<file path="src/verilog/corr_config_pkg.sv">
// Correlator configuration types
`default_nettype none

package corr_config_pkg;

	// Array geometry
	localparam int num_lines = 4;
	localparam int num_baselines = num_lines * (num_lines - 1) / 2;
	localparam int num_lags = 3;
	localparam int num_values = num_baselines * num_lags;

	// Delay line taps
	localparam int delay_depth = 8;
	localparam int delay_width = $clog2(delay_depth);

	// One conjugate product term spans -6 to 8
	localparam int product_width = 5;

	localparam int acc_width = 16;
	localparam int acc_max = 2 ** (acc_width - 1) - 1;

	localparam int integration_length = 32;
	localparam int count_width = $clog2(integration_length);

	// Line pair of each baseline
	localparam int baseline_line_a [num_baselines] = '{0, 0, 0, 1, 1, 2};
	localparam int baseline_line_b [num_baselines] = '{1, 2, 3, 2, 3, 3};

	typedef struct packed {
		logic signed [1:0] i;
		logic signed [1:0] q;
	} complex_sample;

	typedef struct packed {
		logic enable;
		logic [delay_width-1:0] delay;
	} line_control;

	typedef struct packed {
		logic signed [acc_width-1:0] re;
		logic signed [acc_width-1:0] im;
	} corr_value;

endpackage

`default_nettype wire

</file>
<file path="src/verilog/integration_control.sv">
// Integration period control
`timescale 1ns/1ps
`default_nettype none

module integration_control (
	input logic pllclk,
	input logic reset,
	input logic sample_valid,
	output logic step,
	output logic dump
);
	import corr_config_pkg::*;

	logic [count_width-1:0] sample_count;
	logic last_sample;

	// Strobe that closes the integration period
	assign last_sample = sample_valid
		&& (sample_count == count_width'(integration_length - 1));

	always_ff @(posedge pllclk) begin
		if (!reset) begin
			step <= 1'b0;
			dump <= 1'b0;
			sample_count <= '0;
		end else begin
			// Step lines up with the delay line taps
			step <= sample_valid;
			// Dump rises together with the last step
			dump <= last_sample;
			if (sample_valid) begin
				if (last_sample) begin
					sample_count <= '0;
				end else begin
					sample_count <= sample_count + 1'b1;
				end
			end
		end
	end

endmodule

`default_nettype wire

</file>
<file path="config.mk">
export PLATFORM = sky130hd
export DESIGN_NAME = integration_control
export DESIGN_NICKNAME = d
export VERILOG_FILES = /design/src/verilog/corr_config_pkg.sv /design/src/verilog/integration_control.sv
export SDC_FILE = /design/constraint.sdc
export NUM_CORES = 1
export LEC_CHECK = 0
export BUFFER_PORTS_ARGS = -buffer_cell sky130_fd_sc_hd__clkbuf_2
export CORE_AREA = 2 2 39 41
export DETAILED_ROUTE_END_ITERATION = 7
export DIE_AREA = 0 0 41 43
export PLACE_DENSITY_LB_ADDON = 0.15
export SETUP_SLACK_MARGIN = 0.5
export SLEW_MARGIN = 20
export SYNTH_ARGS = -nofsm -noshare
export SYNTH_HDL_FRONTEND = slang
export SYNTH_SLANG_ARGS = --single-unit
</file>
<file path="constraint.sdc">
create_clock -name pllclk -period 1.8 [get_ports pllclk]
set_input_delay 0.18 -clock pllclk [delete_from_list [all_inputs] [get_ports pllclk]]
set_output_delay 0.18 -clock pllclk [all_outputs]
set_load 0.01 [all_outputs]
</file>
==> summary.md <==
| Metric | Value |
|---|---|
| Area Growth Syn to Fin | 42.7% |
| Root Buffer | clkbuf_4 |
| Initial antenna violation count | 0 |
| Global route overflow | 0 |
| Int Power | 0.258 mW |
| Initial Util | 0.216 |
| P_sw | roughly 0.082 mW |
| Routability cong. | 0.750 |
| Fin cells | 57 |
| Placed Cells | 50 |
| Die ar. | 0.00176 mm² |
| Outcome | completed |
| Met2 wire length | 279 µm |
| Slowest stage delay, CP | 0.40 ns |
| Synthesized Nets | 35 |
| DR DRC count | 0 |
| Power density over the cells | 797 mW/mm² |
| CP Class | reg2reg |
| Commonest non-fill, non-tap cell in the layout | dfxtp_1 |
| Final WS setup | 0.383 ns |
| Fmax | 706 MHz |
| Mean post-synth cell area | 9.97 µm² |
| CP max FO | 5 |
| Pre-antenna DRT Iters | 3 |
| Htree depth | 1 |
| Synthesis-stage register bit count | 7 |
| All-Layer GR Usage | 0.0813 |
| First-pass GRT wire length | 855 µm |
| Register area share after synthesis | 0.469 |
| Largest net degree at the start of global routing | 9 |
| Die W | 41 µm |
| Antenna cells | 0 |
| Worst Clk Skew | around 0.0086 ns |
| Worst hold start | reset |
| Yosys cell types | 18 |
| Hold EP | step |
| Delay-heaviest family, CP | simple AND/OR/NAND/NOR gates |
| Worst skew pair latency | 0.26 ns |
| Worst Max-Slew Pin Slew | ~0.23 ns |
| Metal3 WL | 43 µm |
| Critical Path Sink Type | flop |
| Final Slew Violations | 0 |
| Power Total | 0.340 mW |
| Combinational group share of total power | 0.085 |
| Net Sw Frac | 0.242 |
| Number of global-route vias before repair | 237 |
| Nets | 47 |
| DRT iter0 DRCs | 3 |
| Clock Pin Slew Worst Setup and Hold Paths | around 0.06 ns |
| Critical path startpoint category | flop |
| Ys Warns | 0 |
| Slew margin rel. | 0.846 |
| Hold path cells | 2 |
| Area of the core | 0.00138 mm² |
| Port bufs | 4 |
| Hold Path Class | in2reg |
| Pre-CTS setup slack | 0.316 ns |
| Die height | 43 µm |
| Critical R2R Launch | sample_count[0] |
| Tcrit/Tclk final | 0.787 |
| Final setup vio count | 0 |
| Max-cap viol count | 0 |
| Crit path cell chain | ha_4 -> and3_4 -> ha_4 -> or4_1 -> a21boi_1 |
| Hold Violations, Final | 0 |
| Post-Syn Area | 299 µm² |
| Bufs on Longest Clock Path | 2 |
| Num ports | 5 |
| Leakage power figure | around 0.17 nW |
| Max layer used | met3 |
| CTS tree | built |
| Data required, critical path | 2.00 ns |
| Commonest non-fill, non-tap cells in the layout | 5 x dfxtp_1, 4 x clkbuf_2, 3 x nor2b_1, 3 x clkbuf_4, 3 x buf_4 |
| Layout fillers | 150 |
| Sink Count | 7 |
| Ratio of cells with drive above 1 in the final layout | 0.439 |
| Fin Setup TNS | 0 ns |
| Minimum clock period | between 1 and 1.5 ns |
| Critical Path Most Common Cell | ha_4 |
| WL final | 579 µm |
| DR WL/cell | 10.2 µm |
| Syn Inst Count | 30 |
| Peak supply drop | 0.000336 V |
| Crit path max-delay cell type | or4_1 |
| Crit path DAT | ~1.6 ns |
| Cell Rows | 14 |
| Vias per inst | 4.56 |
| Vias | between 200 and 300 |
| Cts bufs inserted | 3 |
| Reg power frac | 0.483 |
| Crit path buffers/inverters | 0 |
| FF-to-FF path depth | 5 |
| Final Cell Area | 427 µm² |
| Antenna Nets Post-Route | 0 |
| Clock network fraction of total power | 0.431 |
| Metal-1 WL | approximately 260 µm |
| RSZ-0062 raised after global routing | yes |
| R2R Setup Slk | 0.38 ns |
| Post-DP Area | about 360 µm² |
| R2R Path End | sample_count[3] |
-- cells by family after synthesis --
| family | after synthesis | synth area share |
|---|---|---|
| simple gates | 12 | 0.264 |
| fa+ha+maj | 2 | 0.0837 |
| flops | 7 | 0.469 |
| compound gates | 7 | 0.138 |
| buf+inv | 1 | 0.0125 |
| mux | 1 | 0.0335 |
-- cells in the mapped netlist, drive strengths merged --
cell	instances	area share
nand3b	1	0.025
nand2	1	0.013
and2	1	0.021
nor2b	3	0.063
nand3	1	0.017
nor4bb	1	0.033
or4	1	0.025
a21boi	2	0.050
o21ai	2	0.033
inv	1	0.013
a31oi	1	0.021
a21oi	2	0.033
dfxtp	7	0.47
nor3b	1	0.025
and3	2	0.042
ha	2	0.084
mux2i	1	0.033
-- area by class of cell --
cell class	count	area, µm²	area share
multi-input cells	22	190	0.446
flip-flops and latches	7	143	0.334
repair buffers	7	42.5	0.0997
clock buffers	3	22.5	0.0528
well taps	16	20.0	0.0469
clock inverters	1	5.00	0.0117
inverters	1	3.75	0.00880
-- per-stage QoR --
stage | util | hold WS (ns)
after floorplan | - | 0.302
after global placement | 0.260 | 0.491
after detailed placement | 0.260 | 0.482
after CTS | 0.305 | 0.211
after global routing | 0.308 | 0.231
final | 0.308 | 0.210
-- state kept, by name (all words and copies together) (netlist names) --
register / count
sample_count: 5
dump: 1
step: 1
-- how the worst max path moves through the flow --
stage / slack, ns / to / start / cells after the start
after floorplan: 0.38 / sample_count[3] / sample_count[0] / 5
after global placement: 0.33 / sample_count[3] / sample_count[0] / 5
after detailed placement: 0.32 / sample_count[3] / sample_count[0] / 5
after CTS: 0.39 / sample_count[3] / sample_count[0] / 5
after global routing: 0.34 / sample_count[3] / sample_count[0] / 5
final: 0.38 / sample_count[3] / sample_count[0] / 5
-- metal layers --
layer | vias to the layer above | track usage
met3 | 0 | 0.0471
met5 | - | 0
met1 | 121 | 0.0740
met2 | 6 | 0.106
li1 | 133 | -
met4 | 0 | 0.100
-- power by group through the flow --
stage / registers (mW) / clock network, mW / logic, mW
after CTS: 0.164 / 0.154 / 0.0281
after detailed placement: 0.168 / 0 / 0.0207
final: 0.164 / 0.147 / 0.0290
after global placement: 0.168 / 0 / 0.0208
after global routing: 0.165 / 0.164 / 0.0324
after floorplan: 0.168 / 0 / 0.0116
-- timing repair --
| action | CTS | global route |
|---|---|---|
| setup buffers | 3 | 0 |
| hold buffers | 0 | 0 |
| gates cloned | 0 | 0 |
| pin swaps | 2 | 0 |
| resized for setup | 2 | 1 |
| setup endpoints to repair | 2 | 3 |
Note: power is estimated with default switching activity, not from simulation.
