==> config.mk <==
export PLATFORM = sky130hd
export DESIGN_NAME = baseline_mac
export DESIGN_NICKNAME = d
export VERILOG_FILES = /design/src/verilog/corr_config_pkg.sv /design/src/verilog/baseline_mac.sv
export SDC_FILE = /design/constraint.sdc
export NUM_CORES = 1
export LEC_CHECK = 0
export BUFFER_PORTS_ARGS = -buffer_cell sky130_fd_sc_hd__buf_4
export CORE_MARGIN = 2
export CORE_UTILIZATION = 30
export DETAILED_ROUTE_END_ITERATION = 7
export SLEW_MARGIN = 0
export SYNTH_ARGS = -nofsm -noshare
export SYNTH_HDL_FRONTEND = slang
export SYNTH_SLANG_ARGS = --single-unit
==> constraint.sdc <==
create_clock -name pllclk -period 7.6 [get_ports pllclk]
set_clock_uncertainty 0.2 [all_clocks]
set_input_delay 0.38 -clock pllclk [delete_from_list [all_inputs] [get_ports pllclk]]
set_output_delay 0.38 -clock pllclk [all_outputs]
set_load 0.01 [all_outputs]
==> src/verilog/corr_config_pkg.sv <==
// Correlator configuration types
`default_nettype none

package corr_config_pkg;

	// Array geometry
	localparam int num_lines = 4;
	localparam int num_baselines = num_lines * (num_lines - 1) / 2;
	localparam int num_lags = 3;
	localparam int num_values = num_baselines * num_lags;

	// Delay line taps
	localparam int delay_depth = 8;
	localparam int delay_width = $clog2(delay_depth);

	// One conjugate product term spans -6 to 8
	localparam int product_width = 5;

	localparam int acc_width = 16;
	localparam int acc_max = 2 ** (acc_width - 1) - 1;

	localparam int integration_length = 32;
	localparam int count_width = $clog2(integration_length);

	// Line pair of each baseline
	localparam int baseline_line_a [num_baselines] = '{0, 0, 0, 1, 1, 2};
	localparam int baseline_line_b [num_baselines] = '{1, 2, 3, 2, 3, 3};

	typedef struct packed {
		logic signed [1:0] i;
		logic signed [1:0] q;
	} complex_sample;

	typedef struct packed {
		logic enable;
		logic [delay_width-1:0] delay;
	} line_control;

	typedef struct packed {
		logic signed [acc_width-1:0] re;
		logic signed [acc_width-1:0] im;
	} corr_value;

endpackage

`default_nettype wire

==> src/verilog/baseline_mac.sv <==
// Baseline multiply accumulate
`timescale 1ns/1ps
`default_nettype none

module baseline_mac (
	input logic pllclk,
	input logic reset,
	input logic step,
	input logic dump,
	input corr_config_pkg::complex_sample line_a_near,
	input corr_config_pkg::complex_sample line_a_far,
	input corr_config_pkg::complex_sample line_b_near,
	input corr_config_pkg::complex_sample line_b_far,
	output corr_config_pkg::corr_value snapshot [corr_config_pkg::num_lags]
);
	import corr_config_pkg::*;

	complex_sample x_op [num_lags];
	complex_sample y_op [num_lags];
	logic signed [product_width-1:0] prod_re [num_lags];
	logic signed [product_width-1:0] prod_im [num_lags];
	corr_value acc [num_lags];
	corr_value acc_next [num_lags];

	// Lag -1 uses the older a sample, lag +1 the older b sample
	assign x_op[0] = line_a_far;
	assign y_op[0] = line_b_near;
	assign x_op[1] = line_a_near;
	assign y_op[1] = line_b_near;
	assign x_op[2] = line_a_near;
	assign y_op[2] = line_b_far;

	function automatic logic signed [acc_width-1:0] sat_add(
		input logic signed [acc_width-1:0] acc_in,
		input logic signed [product_width-1:0] inc
	);
		logic signed [acc_width:0] sum;
		sum = acc_in + inc;
		if (sum > acc_max) begin
			return acc_width'(acc_max);
		end else if (sum < -acc_max) begin
			return acc_width'(-acc_max);
		end
		return sum[acc_width-1:0];
	endfunction

	always_comb begin
		for (int l = 0; l < num_lags; l++) begin
			// x times conj(y)
			prod_re[l] = $signed(x_op[l].i) * $signed(y_op[l].i)
				+ $signed(x_op[l].q) * $signed(y_op[l].q);
			prod_im[l] = $signed(x_op[l].q) * $signed(y_op[l].i)
				- $signed(x_op[l].i) * $signed(y_op[l].q);
			if (step) begin
				acc_next[l].re = sat_add(acc[l].re, prod_re[l]);
				acc_next[l].im = sat_add(acc[l].im, prod_im[l]);
			end else begin
				acc_next[l] = acc[l];
			end
		end
	end

	always_ff @(posedge pllclk) begin
		if (!reset) begin
			for (int l = 0; l < num_lags; l++) begin
				acc[l] <= '0;
				snapshot[l] <= '0;
			end
		end else begin
			for (int l = 0; l < num_lags; l++) begin
				if (dump) begin
					// Final step of the frame lands in the snapshot
					snapshot[l] <= acc_next[l];
					acc[l] <= '0;
				end else begin
					acc[l] <= acc_next[l];
				end
			end
		end
	end

endmodule

`default_nettype wire

==> results.json <==
{
  "outcome": "finished, final reports clean",
  "clk_pin_slew_worst_paths_ns": 0.08,
  "root_buffer": "clkbuf_16",
  "post_cts_buffers": 0,
  "yosysWarnings": 0,
  "min_to": "snapshot[93]$_SDFFE_PN0P_",
  "wl_per_cell_um": 16.5,
  "hp-start": "reset",
  "antenna_found_initial": 9,
  "fin_crit_sh": 0.787,
  "hpwl_um": 40600,
  "layout_common_cells": "inv_1, nor2_1, ha_1",
  "startpoint_type": "input pin",
  "place_congestion": 0.885,
  "cp-end-kind": "flop",
  "ant_nets": 0,
  "multiInputGateArea_um2": 12900,
  "hold_depth": 3,
  "relSlewSlack": 0.143,
  "tightest_slew_ns": 1.28,
  "synth_seq_cells": 192,
  "reg2reg_depth": 15,
  "cts_buffers": 17,
  "grt_pass1_wl_um": 84700,
  "num-fill-cells": 6390,
  "worstPathArrival_ns": 6.01,
  "io_buffers": 115,
  "syn_area_um2": 18800,
  "avgSynthCellArea_um2": 8.60,
  "whs_ns": 0.145,
  "seq_area_um2": 4800,
  "crit_type": "in2reg",
  "hold_path.class": "in2reg",
  "ys.flop_type": "edfxtp_1",
  "async_flop_share": 0,
  "cp_max_fo": 13,
  "die_w_um": 254,
  "grt_max_degree": 92,
  "vias": 16100,
  "crit_start": "line_b_near[3]",
  "cts_tree": "yes",
  "cp_cell_sequence": "buf_4, inv_1, nor2_1, ha_1, fa_1, fa_1, ha_1, a2111oi_1, nand3_1, o211ai_2, o2111ai_1, or4b_4, nor3_4, a2bb2oi_4, a311oi_1",
  "core-area_um2": 61800,
  "drive_gt1_frac": 0.0877,
  "hold_violations": 0,
  "firstDrtPassIters": 6,
  "ios": 116,
  "grt_pass1_vias": 16100,
  "synth_top_area_frac": 0.154,
  "cap_violations": 0,
  "cts_hold_buf": 0,
  "rr_startpoint": "acc[0][2]$_SDFFCE_PN0P_",
  "fin_crit_ns": 5.98,
  "synth_edf_count": 96,
  "cp_slowest_cell": "fa_1",
  "cp.required_ns": 7.63,
  "drc": 0,
  "leakage_nw": 9.75,
  "drv_slew": 0,
  "ys_types": 99,
  "dp_slack_ns": 1.04,
  "clkLatencyLatePin_ns": 0.51,
  "start_util": 0.304,
  "htreeDepth": 4,
  "grt_use_total": 0.167,
  "die_h_um": 254,
  "wl_um": 52700,
  "area_growth_pct": 14.2,
  "powerDensity_nw_per_um2": 450,
  "finalSetupTns_ns": 0,
  "via_per_inst": 5.05,
  "final-setup-viol-count": 0,
  "row_count": 91,
  "drt_iter0_markers": 983,
  "cts.path.max_buffers": 2,
  "max_stage_delay_ns": 1.24,
  "setup_ws_ns": 1.62,
  "final_nets": 2681,
  "final_common_cell": "inv_1",
  "die_area_um2": 64600,
  "synthCells": 2183,
  "yosysSeqAreaShare": 0.256,
  "synth_area_leaders": "edfxtp_1, ha_1, fa_1",
  "overflow": 0,
  "fmax_mhz": 167,
  "r2r-end": "acc[0][6]$_SDFFCE_PN0P_",
  "vdd_drop_max_v": 0.000202,
  "ctsResizeCount": 0,
  "yosys.area.top_type": "edfxtp_1",
  "r2r_slack_ns": 2.08,
  "rsz0062_at_grt": "no",
  "cts.sinks": 192
}
-- layer usage --
layer	part of all wire	wire length [um]	GRT usage	up-vias
li1	-	-	-	7857
met1	0.46	24100	0.217	7778
met2	0.47	24500	0.275	412
met3	0.051	2680	0.0349	81
met4	0.024	1260	0.0561	14
met5	0.0016	86	0	-
-- synth_stat cells (7+ instances only) --
cell	instances
nand2_1	131
o31ai_1	23
ha_1	198
fa_1	117
mux2i_1	10
edfxtp_1	96
a2bb2oi_1	7
o211ai_1	19
clkbuf_1	70
nor2_1	199
a22oi_1	11
nor2b_1	26
inv_1	305
buf_2	8
nand2b_1	26
a21o_1	37
or2_2	13
a21boi_0	8
nand4_1	12
a22o_1	12
dfxtp_1	96
o21bai_1	15
and3_1	11
xnor2_1	38
a31oi_1	26
xor2_1	32
o21ai_1	11
or3_1	12
a211oi_1	30
o21ai_0	128
a21oi_1	170
nor3_1	39
o21a_1	23
a2111oi_0	7
o22ai_1	20
and2_1	32
nand3_1	36
-- power breakdown --
part / total, mW / switching, mW / internal, mW
Sequential: 1.61 / 0.200 / 1.41
Clock: 0.943 / 0.502 / 0.441
Combinational: 7.09 / 4.34 / 2.75
Total: 9.64 / 5.04 / 4.60
-- worst max-delay path: cells and delay by family --
family          cells  cell delay (ns)
fa+ha+maj           4             2.54
buf+inv             2             0.41
simple gates        4             1.11
compound gates      5             1.57
-- area by class of cell --
| type | instances | area share |
|---|---|---|
| diodes | 3 | 0.000350 |
| clock buffers | 17 | 0.0198 |
| clock inverters | 15 | 0.00782 |
| inverters | 305 | 0.0534 |
| multi-input cells | 1699 | 0.600 |
| flip-flops and latches | 192 | 0.224 |
| well taps | 837 | 0.0488 |
| repair buffers | 131 | 0.0459 |
-- cell families (layout without fill, tap and decap cells) --
| group | after synthesis | after routing | synth area share |
|---|---|---|---|
| flops | 192 | 192 | 0.256 |
| mux | 14 | 14 | 0.00773 |
| simple gates | 579 | 579 | 0.150 |
| compound gates | 622 | 622 | 0.217 |
| other cells | 1 | 99 | 0.000200 |
| buf+inv | 387 | 468 | 0.0786 |
| fa+ha+maj | 318 | 318 | 0.258 |
| xor+xnor | 70 | 70 | 0.0326 |
-- registers in the layout, indices dropped and copies added, names as in the netlist --
signal / flops
acc: 96
snapshot: 96
-- metrics by stage --
stage / total power, mW / area, um^2 / cells / utilization
floorplan: 6.77 / 19100 / 2278 / -
global placement: 8.53 / 20800 / 3164 / 0.337
detailed placement: 8.64 / 20800 / 3164 / 0.337
CTS: 9.66 / 21400 / 3196 / 0.347
global route: 10.6 / 21400 / 3197 / 0.347
finish: 9.64 / 21400 / 3199 / 0.347
-- worst max path at each step --
stage	to	slack, ns	depth (start not counted)
floorplan	acc[1][17]$_SDFFCE_PN0P_	1.99	17
global placement	acc[1][17]$_SDFFCE_PN0P_	1.16	15
detailed placement	acc[1][17]$_SDFFCE_PN0P_	1.04	16
CTS	acc[1][17]$_SDFFCE_PN0P_	1.59	16
global route	acc[1][17]$_SDFFCE_PN0P_	1.21	16
finish	acc[1][17]$_SDFFCE_PN0P_	1.62	15
No activity file was read; power rests on OpenSTA's default activity.
