## src/verilog/corr_config_pkg.sv

```systemverilog
// Correlator configuration types
`default_nettype none

package corr_config_pkg;

	// Array geometry
	localparam int num_lines = 4;
	localparam int num_baselines = num_lines * (num_lines - 1) / 2;
	localparam int num_lags = 3;
	localparam int num_values = num_baselines * num_lags;

	// Delay line taps
	localparam int delay_depth = 8;
	localparam int delay_width = $clog2(delay_depth);

	// One conjugate product term spans -6 to 8
	localparam int product_width = 5;

	localparam int acc_width = 16;
	localparam int acc_max = 2 ** (acc_width - 1) - 1;

	localparam int integration_length = 32;
	localparam int count_width = $clog2(integration_length);

	// Line pair of each baseline
	localparam int baseline_line_a [num_baselines] = '{0, 0, 0, 1, 1, 2};
	localparam int baseline_line_b [num_baselines] = '{1, 2, 3, 2, 3, 3};

	typedef struct packed {
		logic signed [1:0] i;
		logic signed [1:0] q;
	} complex_sample;

	typedef struct packed {
		logic enable;
		logic [delay_width-1:0] delay;
	} line_control;

	typedef struct packed {
		logic signed [acc_width-1:0] re;
		logic signed [acc_width-1:0] im;
	} corr_value;

endpackage

`default_nettype wire

```

## src/verilog/corr_stream_pkg.sv

```systemverilog
// Frame stream types
`default_nettype none

package corr_stream_pkg;

	// Credits held by the sender after reset
	localparam int credit_max = 4;
	localparam int credit_width = $clog2(credit_max + 1);

	// One payload beat per lag of each baseline
	localparam int payload_length = corr_config_pkg::num_values;
	localparam int beat_index_width = $clog2(payload_length + 1);

	typedef struct packed {
		logic [15:0] frame_number;
		logic [7:0] dropped_frames;
		logic [7:0] payload_beats;
	} frame_header;

	// The header flag tells a header beat from a correlation value
	typedef union packed {
		frame_header header;
		corr_config_pkg::corr_value value;
	} beat_word;

	typedef struct packed {
		logic valid;
		logic header;
		logic last;
		beat_word word;
	} frame_beat;

endpackage

`default_nettype wire

```

## src/verilog/frame_sender.sv

```systemverilog
// Credit based frame sender
`timescale 1ns/1ps
`default_nettype none

module frame_sender (
	input logic pllclk,
	input logic reset,
	input logic dump,
	input corr_config_pkg::corr_value frame_values [corr_config_pkg::num_values],
	input logic credit_return,
	output corr_stream_pkg::frame_beat beat_out
);
	import corr_config_pkg::*;
	import corr_stream_pkg::*;

	corr_value held [num_values];
	logic held_full;
	logic frame_ready;
	logic [beat_index_width-1:0] beat_index;
	logic [15:0] frame_number;
	logic [7:0] drop_count;
	logic [credit_width-1:0] credits;
	logic send;
	logic send_header;
	logic send_last;
	logic take;
	logic drop_event;
	logic beat_valid;
	logic beat_header;
	logic beat_last;
	beat_word beat_data;
	frame_header header_now;

	assign send = held_full && (credits != '0);
	assign send_header = send && (beat_index == '0);
	assign send_last = send && (beat_index == beat_index_width'(payload_length));
	// Snapshots hold the finished frame one cycle after dump
	assign take = frame_ready && !held_full;
	assign drop_event = frame_ready && held_full;

	assign header_now = '{
		frame_number: frame_number,
		dropped_frames: drop_count,
		payload_beats: 8'(payload_length)
	};

	assign beat_out = '{
		valid: beat_valid,
		header: beat_header,
		last: beat_last,
		word: beat_data
	};

	always_ff @(posedge pllclk) begin
		if (!reset) begin
			held_full <= 1'b0;
			frame_ready <= 1'b0;
			beat_index <= '0;
			frame_number <= '0;
			drop_count <= '0;
			credits <= credit_width'(credit_max);
			beat_valid <= 1'b0;
		end else begin
			frame_ready <= dump;
			beat_valid <= send;
			if (take) begin
				held_full <= 1'b1;
			end else if (send_last) begin
				held_full <= 1'b0;
			end
			if (send) begin
				beat_index <= send_last ? '0 : beat_index + 1'b1;
			end
			if (send_last) begin
				frame_number <= frame_number + 1'b1;
			end
			// Drops are reported once, in the next header sent
			if (send_header) begin
				drop_count <= drop_event ? 8'd1 : 8'd0;
			end else if (drop_event && drop_count != '1) begin
				drop_count <= drop_count + 1'b1;
			end
			unique case ({send, credit_return})
				2'b10: credits <= credits - 1'b1;
				2'b01: begin
					if (credits != credit_width'(credit_max)) begin
						credits <= credits + 1'b1;
					end
				end
				default: credits <= credits;
			endcase
		end
	end

	always_ff @(posedge pllclk) begin
		if (take) begin
			for (int k = 0; k < num_values; k++) begin
				held[k] <= frame_values[k];
			end
		end
		if (send) begin
			beat_header <= send_header;
			beat_last <= send_last;
			if (send_header) begin
				beat_data.header <= header_now;
			end else begin
				beat_data.value <= held[beat_index - 1'b1];
			end
		end
	end

endmodule

`default_nettype wire

```

## config.mk

```make
export PLATFORM = sky130hd
export DESIGN_NAME = frame_sender
export DESIGN_NICKNAME = d
export VERILOG_FILES = /design/src/verilog/corr_config_pkg.sv /design/src/verilog/corr_stream_pkg.sv /design/src/verilog/frame_sender.sv
export SDC_FILE = /design/constraint.sdc
export NUM_CORES = 1
export LEC_CHECK = 0
export BUFFER_PORTS_ARGS = -buffer_cell sky130_fd_sc_hd__buf_2
export CORE_AREA = 2 2 237 239
export CTS_BUF_LIST = sky130_fd_sc_hd__clkbuf_8
export CTS_CLUSTER_SIZE = 30
export DETAILED_ROUTE_END_ITERATION = 10
export DIE_AREA = 0 0 239 241
export PLACE_DENSITY = 0.75
export SETUP_SLACK_MARGIN = 0.05
export SYNTH_ARGS = -nofsm -noshare
export SYNTH_HDL_FRONTEND = slang
export SYNTH_SLANG_ARGS = --single-unit
```

## constraint.sdc

```tcl
create_clock -name pllclk -period 43.6 [get_ports pllclk]
set_input_delay 8.72 -clock pllclk [delete_from_list [all_inputs] [get_ports pllclk]]
set_output_delay 8.72 -clock pllclk [all_outputs]
set_load 0.1 [all_outputs]
```

==> impl_metrics.py <==
metrics = {
    "place": {
        "port_buffers": 614,
        "dp_hpwl_um": 50000,
        "gp_congestion": 0.862,
    },
    "cells_and_area": {
        "fin_nets": 2527,
        "drive_gt1_frac": 0.458,
        "fill_cells": 4197,
        "syn2layout_area_growth_pct": 21.7,
    },
    "cts": {
        "cts-buffers-inserted": 101,
        "post_cts_buffers": 0,
        "cts.sinks": 645,
        "holdBufCountCts": 0,
        "cts_root_buf": "clkbuf_8",
        "ctsResizeCount": 0,
        "path_clk_slew_ps": 60,
        "clock_latency_ps": 720,
        "h-tree-depth": 3,
        "clk_path_buf_depth": 3,
        "tritoncts": "built",
    },
    "setup_path": {
        "critPathKind": "reg2out",
        "crit_path_max_incr_delay_ps": 430,
        "crit_fanout": 1,
        "rr_worst_depth": 4,
        "worstReg2RegEnd": "held[0][19]",
        "rrSetupSlack_ps": 38700,
        "start_kind": "flip-flop",
        "cp.required_ps": 34880,
        "crit_family": "buffers and inverters",
        "slowest_stage": "buf_2",
        "r2r-start": "held_full",
        "path_cells": "buf_2",
        "arrival_ps": 1490,
        "cp_num_buf_inv": 1,
        "cp-end-kind": "output pin",
    },
    "synthesis": {
        "synth-edff-count": 610,
        "synthFlopType": "edfxtp_1",
        "yosysTopAreaCellShare": 0.720,
        "async_flop_share": 0,
        "synth_area_leaders": "edfxtp_1, mux4_2, dfxtp_1",
        "synth_warnings": 0,
        "avgSynthCellArea_um2": 19.7,
        "ys_ff_latch": 645,
        "yosysMostFrequentCell": "edfxtp_1",
        "syn_inst": 1289,
        "syn_area_um2": 25500,
        "synth_nets": 1876,
        "synth_top_area_cell": "edfxtp_1",
        "synth.yosys.seq_area_share": 0.747,
        "synth_cell_type_count": 61,
        "synthTopCellsByCount": "edfxtp_1, mux4_2, a211oi_1",
    },
    "die": {
        "rows": 86,
        "core_um2": 54900,
        "die_area_um2": 57600,
        "die_y_um": 241,
        "ioPinCount": 615,
        "die_x_um": 239,
        "start_util": 0.464,
    },
    "hold_path": {
        "hold_class": "reg2reg",
        "min_from": "frame_number[1]",
        "hold_depth": 2,
        "worstHoldEndpoint": "frame_number[1]",
    },
    "timing": {
        "rsz0062_at_grt": "false",
        "tightest_slew_ps": 1250,
        "slew_violations": 0,
        "setup-tns-final_ps": 0,
        "finalSetupViolCount": 0,
        "finClkSkew_ps": 45.5,
        "period_share": 0.234,
        "finalHoldViolCount": 0,
        "slew_headroom": 0.169,
        "max_freq_mhz": 97.9,
        "min_period_ps": 10210,
    },
    "grt": {
        "track_usage": 0.239,
        "overflow": 0,
        "grt_pass1_wl_um": 98300,
        "grt_antenna_before_repair": 33,
        "grt_pass1_vias": 15500,
        "grt_max_degree": 209,
    },
    "routing": {
        "wl_per_cell_um": 25.6,
        "firstDrtPassIters": 6,
        "via_per_inst": 5.50,
        "antenna_left": 0,
        "drcViolationCount": 0,
        "drt_iter0_drc": 1415,
        "num_vias": 15100,
        "wl_um": 70000,
    },
    "pwr": {
        "p_sw_mw": 0.351,
        "max-vdd-ir-drop_mv": 0.0353,
        "seqPwrFrac": 0.530,
        "p_comb_frac": 0.127,
        "clkPwrFrac": 0.343,
        "p_leak_nw": 11.2,
        "p_sw_frac": 0.257,
        "internal_power_mw": 1.01,
        "power_density_nw_per_um2": 44.1,
        "finalPower_mw": 1.37,
    },
    "job": {
        "drv_cap": 0,
    },
    "outcome": {
        "status": "completed",
    },
}
## layer usage
metal | global-route usage | share of wire
met5 | 0 | 0.0019
met3 | 0.0554 | 0.069
met2 | 0.395 | 0.52
met4 | 0.0818 | 0.021
met1 | 0.313 | 0.39
## area by class of cell
| cell class | instances | area [um2] | area share |
|---|---|---|---|
| Clock inverter | 71 | 409 | 0.0132 |
| Antenna cell | 25 | 62.6 | 0.00202 |
| Tap cell | 704 | 881 | 0.0284 |
| Sequential cell | 645 | 19000 | 0.614 |
| Clock buffer | 101 | 1390 | 0.0449 |
| Timing Repair Buffer | 630 | 3220 | 0.104 |
| Multi-Input combinational cell | 553 | 5950 | 0.192 |
| Inverter | 9 | 33.8 | 0.00109 |
## power by group through the flow
stage	Combinational, mW	Sequential, mW	Clock [mW]
after global placement	0.171	0.735	0
after CTS	0.174	0.724	0.479
after detailed placement	0.174	0.737	0
after global routing	0.184	0.726	0.505
final	0.173	0.724	0.469
after floorplan	0.0945	0.775	0
## kinds of logic after synthesis
kind of cell,Yosys count,share of synthesized area
AOI/OAI and AO/OA,156,0.0459
xor gates and xnor gates,16,0.00610
adders and majority gates,7,0.00374
buffers and inverters,91,0.0205
DFF,645,0.747
muxes,165,0.129
and+or+nand+nor,209,0.0477
## worst max path at each step
stage,from,cells after the start,endpoint
final,beat_data[28],1,beat_out[28]
after global routing,beat_data[28],1,beat_out[28]
after CTS,beat_data[28],1,beat_out[28]
after detailed placement,credit_return,6,credits[1]
after global placement,credit_return,6,credits[1]
after floorplan,held_full,2,held[0][0]
## through the flow
stage                     worst slack [ps]   util  hold slack, ps  cells  instance area [um2]
final                                33390  0.564             502   2738                31000
after global routing                 33290  0.564             540   2735                31000
after CTS                            33310  0.563             499   2713                30900
after detailed placement             33390  0.530             488   2541                29100
after global placement               33470  0.530             481   2541                29100
after floorplan                      16440      -             452   1289                25500
## registers in the layout (all words and copies together) (netlist names), 3 cells and up
| register | cells |
|---|---|
| held | 576 |
| beat_index | 5 |
| beat_data | 32 |
| frame_number | 16 |
| credits | 3 |
| drop_count | 8 |
## placed cells by master (no fill, tap or decap), types with 5 or more instances in the layout
cell type and n:
mux2_2 21, diode_2 25, a21boi_1 9, inv_1 29, a2111oi_0 12, nand4_1 8
clkinv_1 28, nor2_1 37, nor2b_1 30, clkbuf_8 101, mux4_2 128, and2_1 13
a21oi_1 32, nand2_1 30, nand3_1 10, buf_4 14, o31ai_1 11, clkinv_2 10
a211oi_1 39, mux2i_1 16, ha_1 5, and3_1 26, nor4_1 19, xnor2_1 11
o21ai_0 12, edfxtp_1 610, o41ai_1 12, dfxtp_1 34, a221oi_1 15, or4_1 11
buf_2 614
Power figures use the tool's default switching activity.
