==> src/verilog/corr_config_pkg.sv <==
// Correlator configuration types
`default_nettype none

package corr_config_pkg;

	// Array geometry
	localparam int num_lines = 4;
	localparam int num_baselines = num_lines * (num_lines - 1) / 2;
	localparam int num_lags = 3;
	localparam int num_values = num_baselines * num_lags;

	// Delay line taps
	localparam int delay_depth = 8;
	localparam int delay_width = $clog2(delay_depth);

	// One conjugate product term spans -6 to 8
	localparam int product_width = 5;

	localparam int acc_width = 16;
	localparam int acc_max = 2 ** (acc_width - 1) - 1;

	localparam int integration_length = 32;
	localparam int count_width = $clog2(integration_length);

	// Line pair of each baseline
	localparam int baseline_line_a [num_baselines] = '{0, 0, 0, 1, 1, 2};
	localparam int baseline_line_b [num_baselines] = '{1, 2, 3, 2, 3, 3};

	typedef struct packed {
		logic signed [1:0] i;
		logic signed [1:0] q;
	} complex_sample;

	typedef struct packed {
		logic enable;
		logic [delay_width-1:0] delay;
	} line_control;

	typedef struct packed {
		logic signed [acc_width-1:0] re;
		logic signed [acc_width-1:0] im;
	} corr_value;

endpackage

`default_nettype wire

==> src/verilog/sample_delay_line.sv <==
// Complex sample delay line
`timescale 1ns/1ps
`default_nettype none

module sample_delay_line (
	input logic pllclk,
	input logic reset,
	input logic sample_valid,
	input corr_config_pkg::complex_sample sample,
	input corr_config_pkg::line_control control,
	output corr_config_pkg::complex_sample tap_near,
	output corr_config_pkg::complex_sample tap_far
);
	import corr_config_pkg::*;

	// history[0] is one strobe old
	complex_sample history [delay_depth];
	complex_sample window [delay_depth + 1];

	// Incoming sample ahead of the stored ones gives taps 0 to 8
	always_comb begin
		window[0] = sample;
		for (int k = 0; k < delay_depth; k++) begin
			window[k + 1] = history[k];
		end
	end

	always_ff @(posedge pllclk) begin
		if (!reset) begin
			for (int k = 0; k < delay_depth; k++) begin
				history[k] <= '0;
			end
			tap_near <= '0;
			tap_far <= '0;
		end else if (sample_valid) begin
			for (int k = 0; k < delay_depth; k++) begin
				history[k] <= window[k];
			end
			if (control.enable) begin
				tap_near <= window[control.delay];
				tap_far <= window[control.delay + 1];
			end else begin
				// Disabled line feeds zeros
				tap_near <= '0;
				tap_far <= '0;
			end
		end
	end

endmodule

`default_nettype wire
==> config.mk <==
export PLATFORM = sky130hd
export DESIGN_NAME = sample_delay_line
export DESIGN_NICKNAME = d
export VERILOG_FILES = /design/src/verilog/corr_config_pkg.sv /design/src/verilog/sample_delay_line.sv
export SDC_FILE = /design/constraint.sdc
export NUM_CORES = 1
export LEC_CHECK = 0
export CAP_MARGIN = 30
export CORE_UTILIZATION = 65
export DETAILED_ROUTE_END_ITERATION = 8
export DONT_BUFFER_PORTS = 1
export HOLD_SLACK_MARGIN = 0.12
export PLACE_DENSITY_LB_ADDON = 0.2
export SLEW_MARGIN = 20
export SYNTH_ARGS = -nofsm -noshare
export SYNTH_HDL_FRONTEND = slang
export SYNTH_SLANG_ARGS = --single-unit
==> constraint.sdc <==
create_clock -name pllclk -period 2.2 [get_ports pllclk]
set_input_delay 0.22 -clock pllclk [delete_from_list [all_inputs] [get_ports pllclk]]
set_output_delay 0.22 -clock pllclk [all_outputs]
set_load 0.1 [all_outputs]
==> key figures, run 1 <==
Pwr
  • Pint: 0.00120 W
  • Tot Pwr: 0.00163 W
  • Net Switching: 0.000435 W
  • Combinational share of power: 15.2%
  • Pwr Density: 712 mW/mm2
  • Clock power frac: 29.7%
  • Reg power frac: roughly 55%
  • Leakage power: approximately 1 nW
  • Worst vdd ir: 0.000441 V
  • Switch share: a little over a quarter

Timing
  • Post-Route Setup TNS: 0 ns
  • Worst-Margin Slew: 0.902 ns
  • # setup viols final: 0
  • Fmax: between 0.5 and 0.6 GHz
  • Final WS setup: 0.219 ns
  • Fin. Hold Viols: 0
  • Max Slew Vio Count: 0
  • Max_slew headroom: 39.7%
  • RSZ-0062 raised after global routing: no
  • Layout Skew: ~0.0051 ns
  • Part of the cycle the worst path needs: between 90 and 100%
  • Shortest period the worst path allows: 1.98 ns

Synthesis
  • Top post-synthesis cells by count: 32 x edfxtp_1, 32 x mux2i_1, 24 x and3_1, 12 x a22oi_1
  • Main combinational cell family by area after synthesis: simple AND/OR/NAND/NOR gates
  • Syn Area/Cell: 12.3 um2
  • Main synth FF type: edfxtp_1
  • Syn nets: 182
  • Compound-gate portion of the synthesized area: 9.60%
  • Post-synthesis xor/xnor area fraction: 0.780%
  • Post-Synthesis Cells: 170
  • Yosys reg bits: 40
  • Yosys top cell area share: 46.1%
  • Post-Synth Adder-Cell Area: 0.600%
  • Yosys top cell by area: edfxtp_1
  • Multiplexer share of the synthesized area: 15.4%
  • Synth cell types: 29
  • Sequential fraction of the synthesis area: 53.8%
  • Mapped cell area: 0.00208 mm2
  • Async SR Flop Fraction: 0%
  • Top post-synthesis cells by area: edfxtp_1 46%, mux2i_1 15%, dfxtp_1 7.7%
  • Synth warn: 0
  • Post-synth EDFFs: 32
  • Synth Area in Simple Gates: roughly 17%

Clocking
  • Clock slew seen by the registers of the worst setup and hold paths: about 0.12 ns
  • Max clock buf depth: 2
  • # clock sinks: 40
  • CTS tree: built
  • H-tree levels: 2
  • Hold Buf Count CTS: 7
  • Clk_lat worst skew: 0.36 ns
  • Cts repair resizes: 0
  • Setup bufs post-CTS: 0
  • Number of CTS-inserted buffers: 5
  • Root Driver: clkbuf_4

Floorplanning
  • Die ar.: around 0.0034 mm2
  • Core box area: 0.00305 mm2
  • Die Wd: 58.6 um
  • Die height: ~59 um
  • Cell Rows: 20
  • Initial Util: 68.3%
  • Io pins: 19

GRT
  • Initial antenna violation count: 0
  • Global Route Usage Sum: between 20 and 30%
  • Vias in the first global route: between 1k and 1.5k
  • Largest net degree at the start of global routing: 34
  • Gr ovfl total: 0
  • First-pass GRT wire length: 6800 um

Finish
  • Fraction of layout cells with a size suffix above 1: 13.1%
  • Design area: 0.00229 mm2
  • Fillers: approximately 220
  • Diodes inserted: 0
  • Fin util: about three quarters
  • Synth-to-Final Area Change: 10.1%
  • Final net count: 194

Placement
  • IO buf count: 0
  • GP Congestion: 0.844
  • Area after DPL: between 0.002 and 0.0025 mm2
  • Detailed Place HPWL: 2780 um
  • Post-place setup slack: 0.701 ns

Route
  • Iter 0 DRT Violations: 154
  • Routed Antenna Nets: 0
  • Vias: 1445
  • First drt pass iteration count: 4
  • Drt drc: 0
  • Via/cell ratio: 6.37
  • Routed len/inst: 18.8 um
  • WL final: between 4000 and 5000 um

Run status
  • Status: completed

Setup path
  • R2R Setup Slk: 1.14 ns
  • Crit Path Max Fanout: 33
  • CP Data Required Time: 2.52 ns
  • Nature of the critical path endpoint: register
  • Reg2reg start: history[0][12]
  • Crit path arrival time: 2.30 ns
  • R2r endpoint: tap_far[0]
  • Crit start category: primary input
  • Worst Path Class, Setup: in2reg
  • Reg2Reg Depth: 3

Min path
  • Min-delay src: sample_valid
  • Hold Path Stages: 3
  • Hold EP: tap_near[1]
  • Path category of the worst min-delay check: in2reg

Run
  • Number of max-cap violations: 0
-- worst max path at each step --
stage	start	endpoint	slack, ns
after detailed placement	reset	history[0][5]	0.70
after global routing	reset	tap_far[0]	0.06
final	reset	tap_far[0]	0.22
after floorplan	tap_far[0]	tap_far[0]	0.87
after CTS	reset	tap_far[0]	0.23
after global placement	control[0]	tap_far[2]	0.76
-- kinds of logic (layout without fill, tap and decap cells) --
kind of cell,after synthesis,count (layout)
compound gates,28,28
xor+xnor,1,1
fa+ha+maj,1,1
buf+inv,12,25
flops,40,40
mux,32,32
simple gates,56,56
-- metal layers --
| layer | global-route usage [%] | part of all wire [%] | routed length [um] | up-vias |
|---|---|---|---|---|
| met5 | 0 | 0 | 0 | - |
| met4 | 9.18 | 1.2 | 53 | 0 |
| met3 | 8.79 | 6.7 | 285 | 8 |
| met2 | 42.5 | 46 | 1960 | 59 |
| met1 | 37.6 | 46 | 1970 | 703 |
| li1 | - | - | - | 675 |
-- per-stage QoR --
step,hold slack (ns),instances
floorplan,0.441,170
global placement,0.424,212
detailed placement,0.430,212
CTS,0.138,227
global route,0.150,227
finish,0.140,227
-- worst max-delay path, stage by stage --
cell and delay (ns):
dlygate4sd3_1 1.13, nand3_2 0.27, nor4_4 0.36, a22o_1 0.21, a31o_1 0.11
-- power by group through the flow --
stage / logic [W] / registers (W) / clock network (W)
6_report: 0.000248 / 0.000901 / 0.000486
5_1_grt: 0.000265 / 0.000906 / 0.000512
2_1_floorplan: 0.000150 / 0.000963 / 0
3_5_place_dp: 0.000224 / 0.000918 / 0
3_3_place_gp: 0.000220 / 0.000914 / 0
4_1_cts: 0.000246 / 0.000900 / 0.000487
-- final cells by class --
type | count | area (um2) | area share [%]
Inverter | 2 | 7.51 | 0.327
Clock inverter | 2 | 35.0 | 1.53
Clock buffer | 6 | 41.3 | 1.80
Tap cell | 44 | 55.1 | 2.40
Sequential cell | 40 | 1120 | 48.9
Timing Repair Buffer | 15 | 130 | 5.67
Multi-Input combinational cell | 118 | 905 | 39.4
-- layout by cell type, fill, tap and decap left out, drive strengths merged, types with 7 or more instances in the layout --
master	count
and3	24
mux2i	32
buf	8
and2	9
edfxtp	32
dlygate4sd3	7
a22oi	12
dfxtp	8
nand2	8
-- flip-flops by register name, summed over array words and instances, names as in the netlist --
| register | count |
|---|---|
| tap_near | 4 |
| history | 32 |
| tap_far | 4 |
(Power assumes the default switching activity.)
==> run 2, diff against run 1 <==
Settings changed: CORE_UTILIZATION 65 to 55.
==> run 2 against run 1 <==
Against the previous run: global-route usage is 4.5 points lower; non-clock buffer count is 6 lower; critical path depth is 3 lower; utilization is 14 points lower; largest cell class unchanged; sequential share of layout area is 1.1 points higher; hold slack worse by 0.010 ns; register-to-register slack hardly changed; highest routed layer unchanged; clock skew is 0.0078 ns higher; via count is 4.4% lower; clock power is 3% lower; largest power group unchanged.
==> key figures, run 2 (synthesis gave the netlist of run 1 again) <==
Setup path
  • Reg2Reg Depth: 3
  • Crit start category: primary input
  • Cell family with most CP delay: simple AND/OR/NAND/NOR gates
  • Cell Chain, Critical Path: nor2b_1 -> inv_2
  • Crit Path Max Fanout: 34
  • CP Data Required Time: between 2 and 2.5 ns
  • Crit path arrival time: 1.17 ns
  • Worst Path Class, Setup: in2reg
  • Slowest library cell on the worst path: nor2b_1
  • Nature of the critical path endpoint: register
  • CP Buf/Inv Count: 1
  • Max stage delay on crit path: 0.49 ns
  • Critical path depth in cells: 2

Run
  • Number of max-cap violations: 0

Finish
  • Design area: 0.00224 mm2
  • Fraction of layout cells with a size suffix above 1: between 10% and 20%
  • Diodes inserted: 0
  • Final net count: about 190
  • Synth-to-Final Area Change: 7.68%
  • Largest registers: history: 32 flops, tap_far: 4 flops, tap_near: 4 flops
  • Reg with most FFs: history
  • Max reg flops: 32
  • Fillers: approximately 290
  • Commonest cells after routing, fill and taps aside: 32 x mux2i_1, 32 x edfxtp_1, 24 x and3_1

Clocking
  • # clock sinks: 40
  • H-tree levels: 2
  • Number of CTS-inserted buffers: 5
  • Clock slew seen by the registers of the worst setup and hold paths: 0.08 ns
  • Max clock buf depth: 2
  • Root Driver: clkbuf_8
  • Cts repair resizes: 0
  • Clk_lat worst skew: 0.29 ns
  • CTS tree: built

Timing
  • Layout Skew: 0.0129 ns
  • Max Slew Vio Count: 0
  • RSZ-0062 raised after global routing: no
  • Post-Route Setup TNS: 0 ns
  • # setup viols final: 0
  • Shortest period the worst path allows: 1.24 ns
  • Fin. Hold Viols: 0
  • Final WS setup: 0.959 ns
  • Max_slew headroom: 54.8%
  • Part of the cycle the worst path needs: 56.4%
  • Fmax: slightly above 0.8 GHz
  • Worst-Margin Slew: 0.676 ns

GRT
  • First-pass GRT wire length: 6900 um
  • Vias in the first global route: 1397
  • Initial antenna violation count: 0
  • Largest net degree at the start of global routing: 35
  • Global Route Usage Sum: 23.2%
  • Gr ovfl total: 0

Pwr
  • Net Switching: around 0.00042 W
  • Leakage power: 0.991 nW
  • Clock power frac: about 29%
  • Pwr Density: a little over 700 mW/mm2
  • Tot Pwr: 0.00160 W
  • Switch share: 26.2%
  • Reg power frac: 56.4%
  • Combinational share of power: ~14%
  • Worst vdd ir: 0.000321 V
  • Pint: 0.00118 W

Route
  • Routed Antenna Nets: 0
  • WL final: 4200 um
  • Via/cell ratio: about 6.1
  • Vias: 1381
  • Drt drc: 0
  • Iter 0 DRT Violations: 132
  • First drt pass iteration count: 4
  • Routed len/inst: 18.7 um

Floorplanning
  • Die ar.: a little over 0.004 mm2
  • Cell Rows: 22
  • Initial Util: 56.9%
  • Die height: 63.6 um
  • Io pins: 19
  • Core box area: 0.00366 mm2
  • Die Wd: 63.6 um

Placement
  • IO buf count: 0
  • Post-place setup slack: 0.672 ns
  • Detailed Place HPWL: 2750 um
  • Area after DPL: about 0.0022 mm2
  • GP Congestion: 0.868

Min path
  • Hold Path Stages: 1
  • Path category of the worst min-delay check: in2reg

Run status
  • Status: completed
## run 2: cell count changes in the layout (fill, tap and decap cells not counted)
cell,change
clkbuf_8,+5
clkbuf_1,+1
bufinv_16,-1
clkbuf_4,-5
dlygate4sd3_1,-6
## run 2: repair_timing
item                       in CTS  in global routing
hold endpoints to repair        0                  1
buffers inserted                0                  0
hold buffers                    0                  1
setup endpoints to repair       0                  0
## run 2: metrics by stage
step / instances / hold slack [ns] / utilization (%)
after floorplan: 170 / 0.441 / -
after global placement: 216 / 0.424 / 58.8
after detailed placement: 216 / 0.431 / 58.8
after CTS: 224 / 0.124 / 61.0
after global routing: 225 / 0.123 / 61.3
final: 225 / 0.130 / 61.3
## run 2: power by group through the flow
| stage | logic (W) | clock network [W] | registers (W) |
|---|---|---|---|
| finish | 0.000226 | 0.000470 | 0.000901 |
| global route | 0.000242 | 0.000504 | 0.000907 |
| CTS | 0.000224 | 0.000474 | 0.000901 |
| detailed placement | 0.000223 | 0 | 0.000918 |
| global placement | 0.000221 | 0 | 0.000914 |
| floorplan | 0.000150 | 0 | 0.000963 |
## run 2: final cells by class
type                    count  area (um2)  share of cell area, %
repair buffers              9        70.1                   3.12
well taps                  48        60.1                   2.68
inverters                   2        7.51                  0.334
clock buffers               7        76.3                   3.40
clock inverters             1        5.00                  0.223
flip-flops and latches     40        1120                   49.9
multi-input cells         118         905                   40.3
## run 2: metal layers
layer / vias up / track usage (%) / routed length (um)
met3: 8 / 6.34 / 293
met4: 0 / 11.1 / 97
li1: 663 / - / -
met5: - / 0 / 0
met1: 668 / 32.0 / 2010
met2: 42 / 33.5 / 1800
## run 2: path summary, 6_finish.rpt
path	startpoint	end	slack (ns)
max	reset	history[0][5]	0.96
min	reset	history[1][14]	0.13
min reg2reg	tap_near[2]	tap_near[2]	0.46
max reg2reg	history[1][7]	tap_far[3]	1.13
==> run 3, diff against run 2 <==
Clock period 2.2 ns to 1.2 ns, I/O delays scaled along.
==> run 3 against run 2 <==
Against the previous run: via count is 7.9% higher; non-clock buffer count is 10 higher; sequential power is 84% higher; utilization is 3.6 points higher; sequential share of layout area is 2.6 points lower; design area is 5.9% higher; global-route usage is 1.8 points higher; clock power is 110% higher; combinational power is 110% higher; critical endpoint is now tap_far[0].
==> key figures, run 3 (synthesis gave the netlist of run 1 again) <==
Timing
  • Part of the cycle the worst path needs: 90.7%
  • Worst-Margin Slew: 0.590 ns
  • Max Slew Vio Count: 0
  • Shortest period the worst path allows: ~1.1 ns
  • Max_slew headroom: between 60 and 70%
  • Layout Skew: 0.00839 ns
  • Fin. Hold Viols: 0
  • RSZ-0062 raised after global routing: no
  • Fmax: 0.919 GHz
  • # setup viols final: 0

Pwr
  • Pint: 0.00231 W
  • Reg power frac: 53.5%
  • Leakage power: about 1.1 nW
  • Combinational share of power: 15.0%
  • Clock power frac: 31.5%
  • Worst vdd ir: 0.000617 V
  • Switch share: 25.6%
  • Pwr Density: between 1000 and 1500 mW/mm2
  • Net Switching: 0.000795 W
  • Tot Pwr: 0.00310 W

Finish
  • Max reg flops: 32
  • Commonest cells after routing, fill and taps aside: 32 x mux2i_1, 32 x edfxtp_1, 24 x and3_1
  • Fraction of layout cells with a size suffix above 1: 17.6%
  • Largest registers: history: 32 flops, tap_far: 4 flops, tap_near: 4 flops
  • Fillers: 291
  • Synth-to-Final Area Change: 14.0%
  • Reg with most FFs: history
  • Diodes inserted: 0
  • Fin util: 64.9%
  • FF+latch area: 0.00113 mm2
  • Final net count: ~200
  • Multi-input logic area: a little over 900 um2

Route
  • Via/cell ratio: 6.34
  • Routed len/inst: roughly 19 um
  • Drt drc: 0
  • Routed Antenna Nets: 0
  • WL final: 4560 um
  • Vias: 1490
  • First drt pass iteration count: 4
  • Iter 0 DRT Violations: 130

Placement
  • GP Congestion: 0.890
  • Detailed Place HPWL: 3080 um
  • IO buf count: 0

Setup path
  • Cell Chain, Critical Path: mux2i_1 -> a21oi_1 -> a31o_1
  • Crit start category: register
  • Crit path to: tap_far[0]
  • Worst Setup SP: history[0][12]
  • Nature of the critical path endpoint: register
  • Reg2Reg Depth: 3
  • Crit path arrival time: between 1 and 1.5 ns
  • Max stage delay on crit path: 0.43 ns
  • Worst Path Class, Setup: reg2reg
  • R2r endpoint: tap_far[0]
  • CP Data Required Time: 1.39 ns
  • Slowest library cell on the worst path: edfxtp_1
  • Crit Path Max Fanout: 3
  • Reg2reg start: history[0][12]
  • R2R Setup Slk: between 0.1 and 0.15 ns

Run
  • Number of max-cap violations: 0

Clocking
  • H-tree levels: 2
  • Clk_lat worst skew: between 0.2 and 0.3 ns
  • # clock sinks: 40
  • Number of CTS-inserted buffers: 5
  • Clock slew seen by the registers of the worst setup and hold paths: around 0.08 ns
  • CTS tree: built
  • Max clock buf depth: 2
  • Hold Buf Count CTS: 7
  • Setup bufs post-CTS: 0
  • Root Driver: clkbuf_8

Floorplanning
  • Cell Rows: 22
  • Die Wd: roughly 64 um
  • Die height: 63.6 um
  • Io pins: 19
  • Core box area: 0.00366 mm2
  • Initial Util: 56.9%
  • Die ar.: 0.00404 mm2

Min path
  • Path category of the worst min-delay check: in2reg

GRT
  • Initial antenna violation count: 0
  • Global Route Usage Sum: 25.0%
  • Largest net degree at the start of global routing: 35
  • Vias in the first global route: 1512
  • First-pass GRT wire length: 7600 um
  • Gr ovfl total: 0

Run status
  • Status: completed
==> run 3: cell type report <==
class	instances	share of cell area, %
inverters	2	0.316
flip-flops and latches	40	47.4
clock buffers	8	4.21
multi-input cells	118	38.2
repair buffers	19	7.37
well taps	48	2.53
==> run 3: how the worst min path moves through the flow <==
stage	startpoint	endpoint	slack (ns)	depth (start not counted)
floorplan	sample_valid	tap_near[0]	0.34	2
global placement	reset	history[1][11]	0.32	1
detailed placement	reset	history[1][15]	0.32	1
CTS	reset	history[1][15]	0.02	1
global route	reset	history[1][12]	0.02	1
finish	reset	history[1][15]	0.02	1
==> run 3: repair_timing <==
action | CTS | global route
gates resized for setup | 0 | 1
endpoints found under the setup margin | 0 | 19
hold endpoints to repair | 37 | 30
==> run 3: critical path: cells and delay by family, from the launching register on <==
family | cells | cell delay (ns)
AO/OA/AOI/OAI | 2 | 0.33
flip-flops | 1 | 0.43
multiplexers | 1 | 0.23
==> run 3: through the flow <==
stage / setup slack, ns / std cells / instance area [um2] / setup TNS, ns / hold slack, ns
after floorplan: 0.000546 / 170 / 2090 / 0 / 0.341
after global placement: 0.0467 / 220 / 2200 / 0 / 0.322
after detailed placement: -0.0427 / 220 / 2200 / -0.120 / 0.325
after CTS: 0.0548 / 235 / 2370 / 0 / 0.0208
after global routing: 0.0433 / 235 / 2380 / 0 / 0.0227
final: 0.111 / 235 / 2380 / 0 / 0.0213
==> run 3: metal layers <==
| layer | up-vias | global-route usage [%] | wire length [um] | part of all wire (%) |
|---|---|---|---|---|
| met5 | - | 0 | 0 | 0 |
| met4 | 0 | 10.2 | 78 | 1.7 |
| met3 | 11 | 6.34 | 241 | 5.3 |
| met2 | 55 | 39.6 | 2180 | 48 |
| met1 | 743 | 32.5 | 2060 | 45 |
| li1 | 681 | - | - | - |
==> run 3: power groups by stage <==
stage | Sequential [W] | Clock, W | Combinational (W)
2_1_floorplan | 0.00177 | 0 | 0.000277
3_3_place_gp | 0.00168 | 0 | 0.000418
3_5_place_dp | 0.00169 | 0 | 0.000435
4_1_cts | 0.00166 | 0.000976 | 0.000461
5_1_grt | 0.00167 | 0.00104 | 0.000497
6_report | 0.00166 | 0.000977 | 0.000466
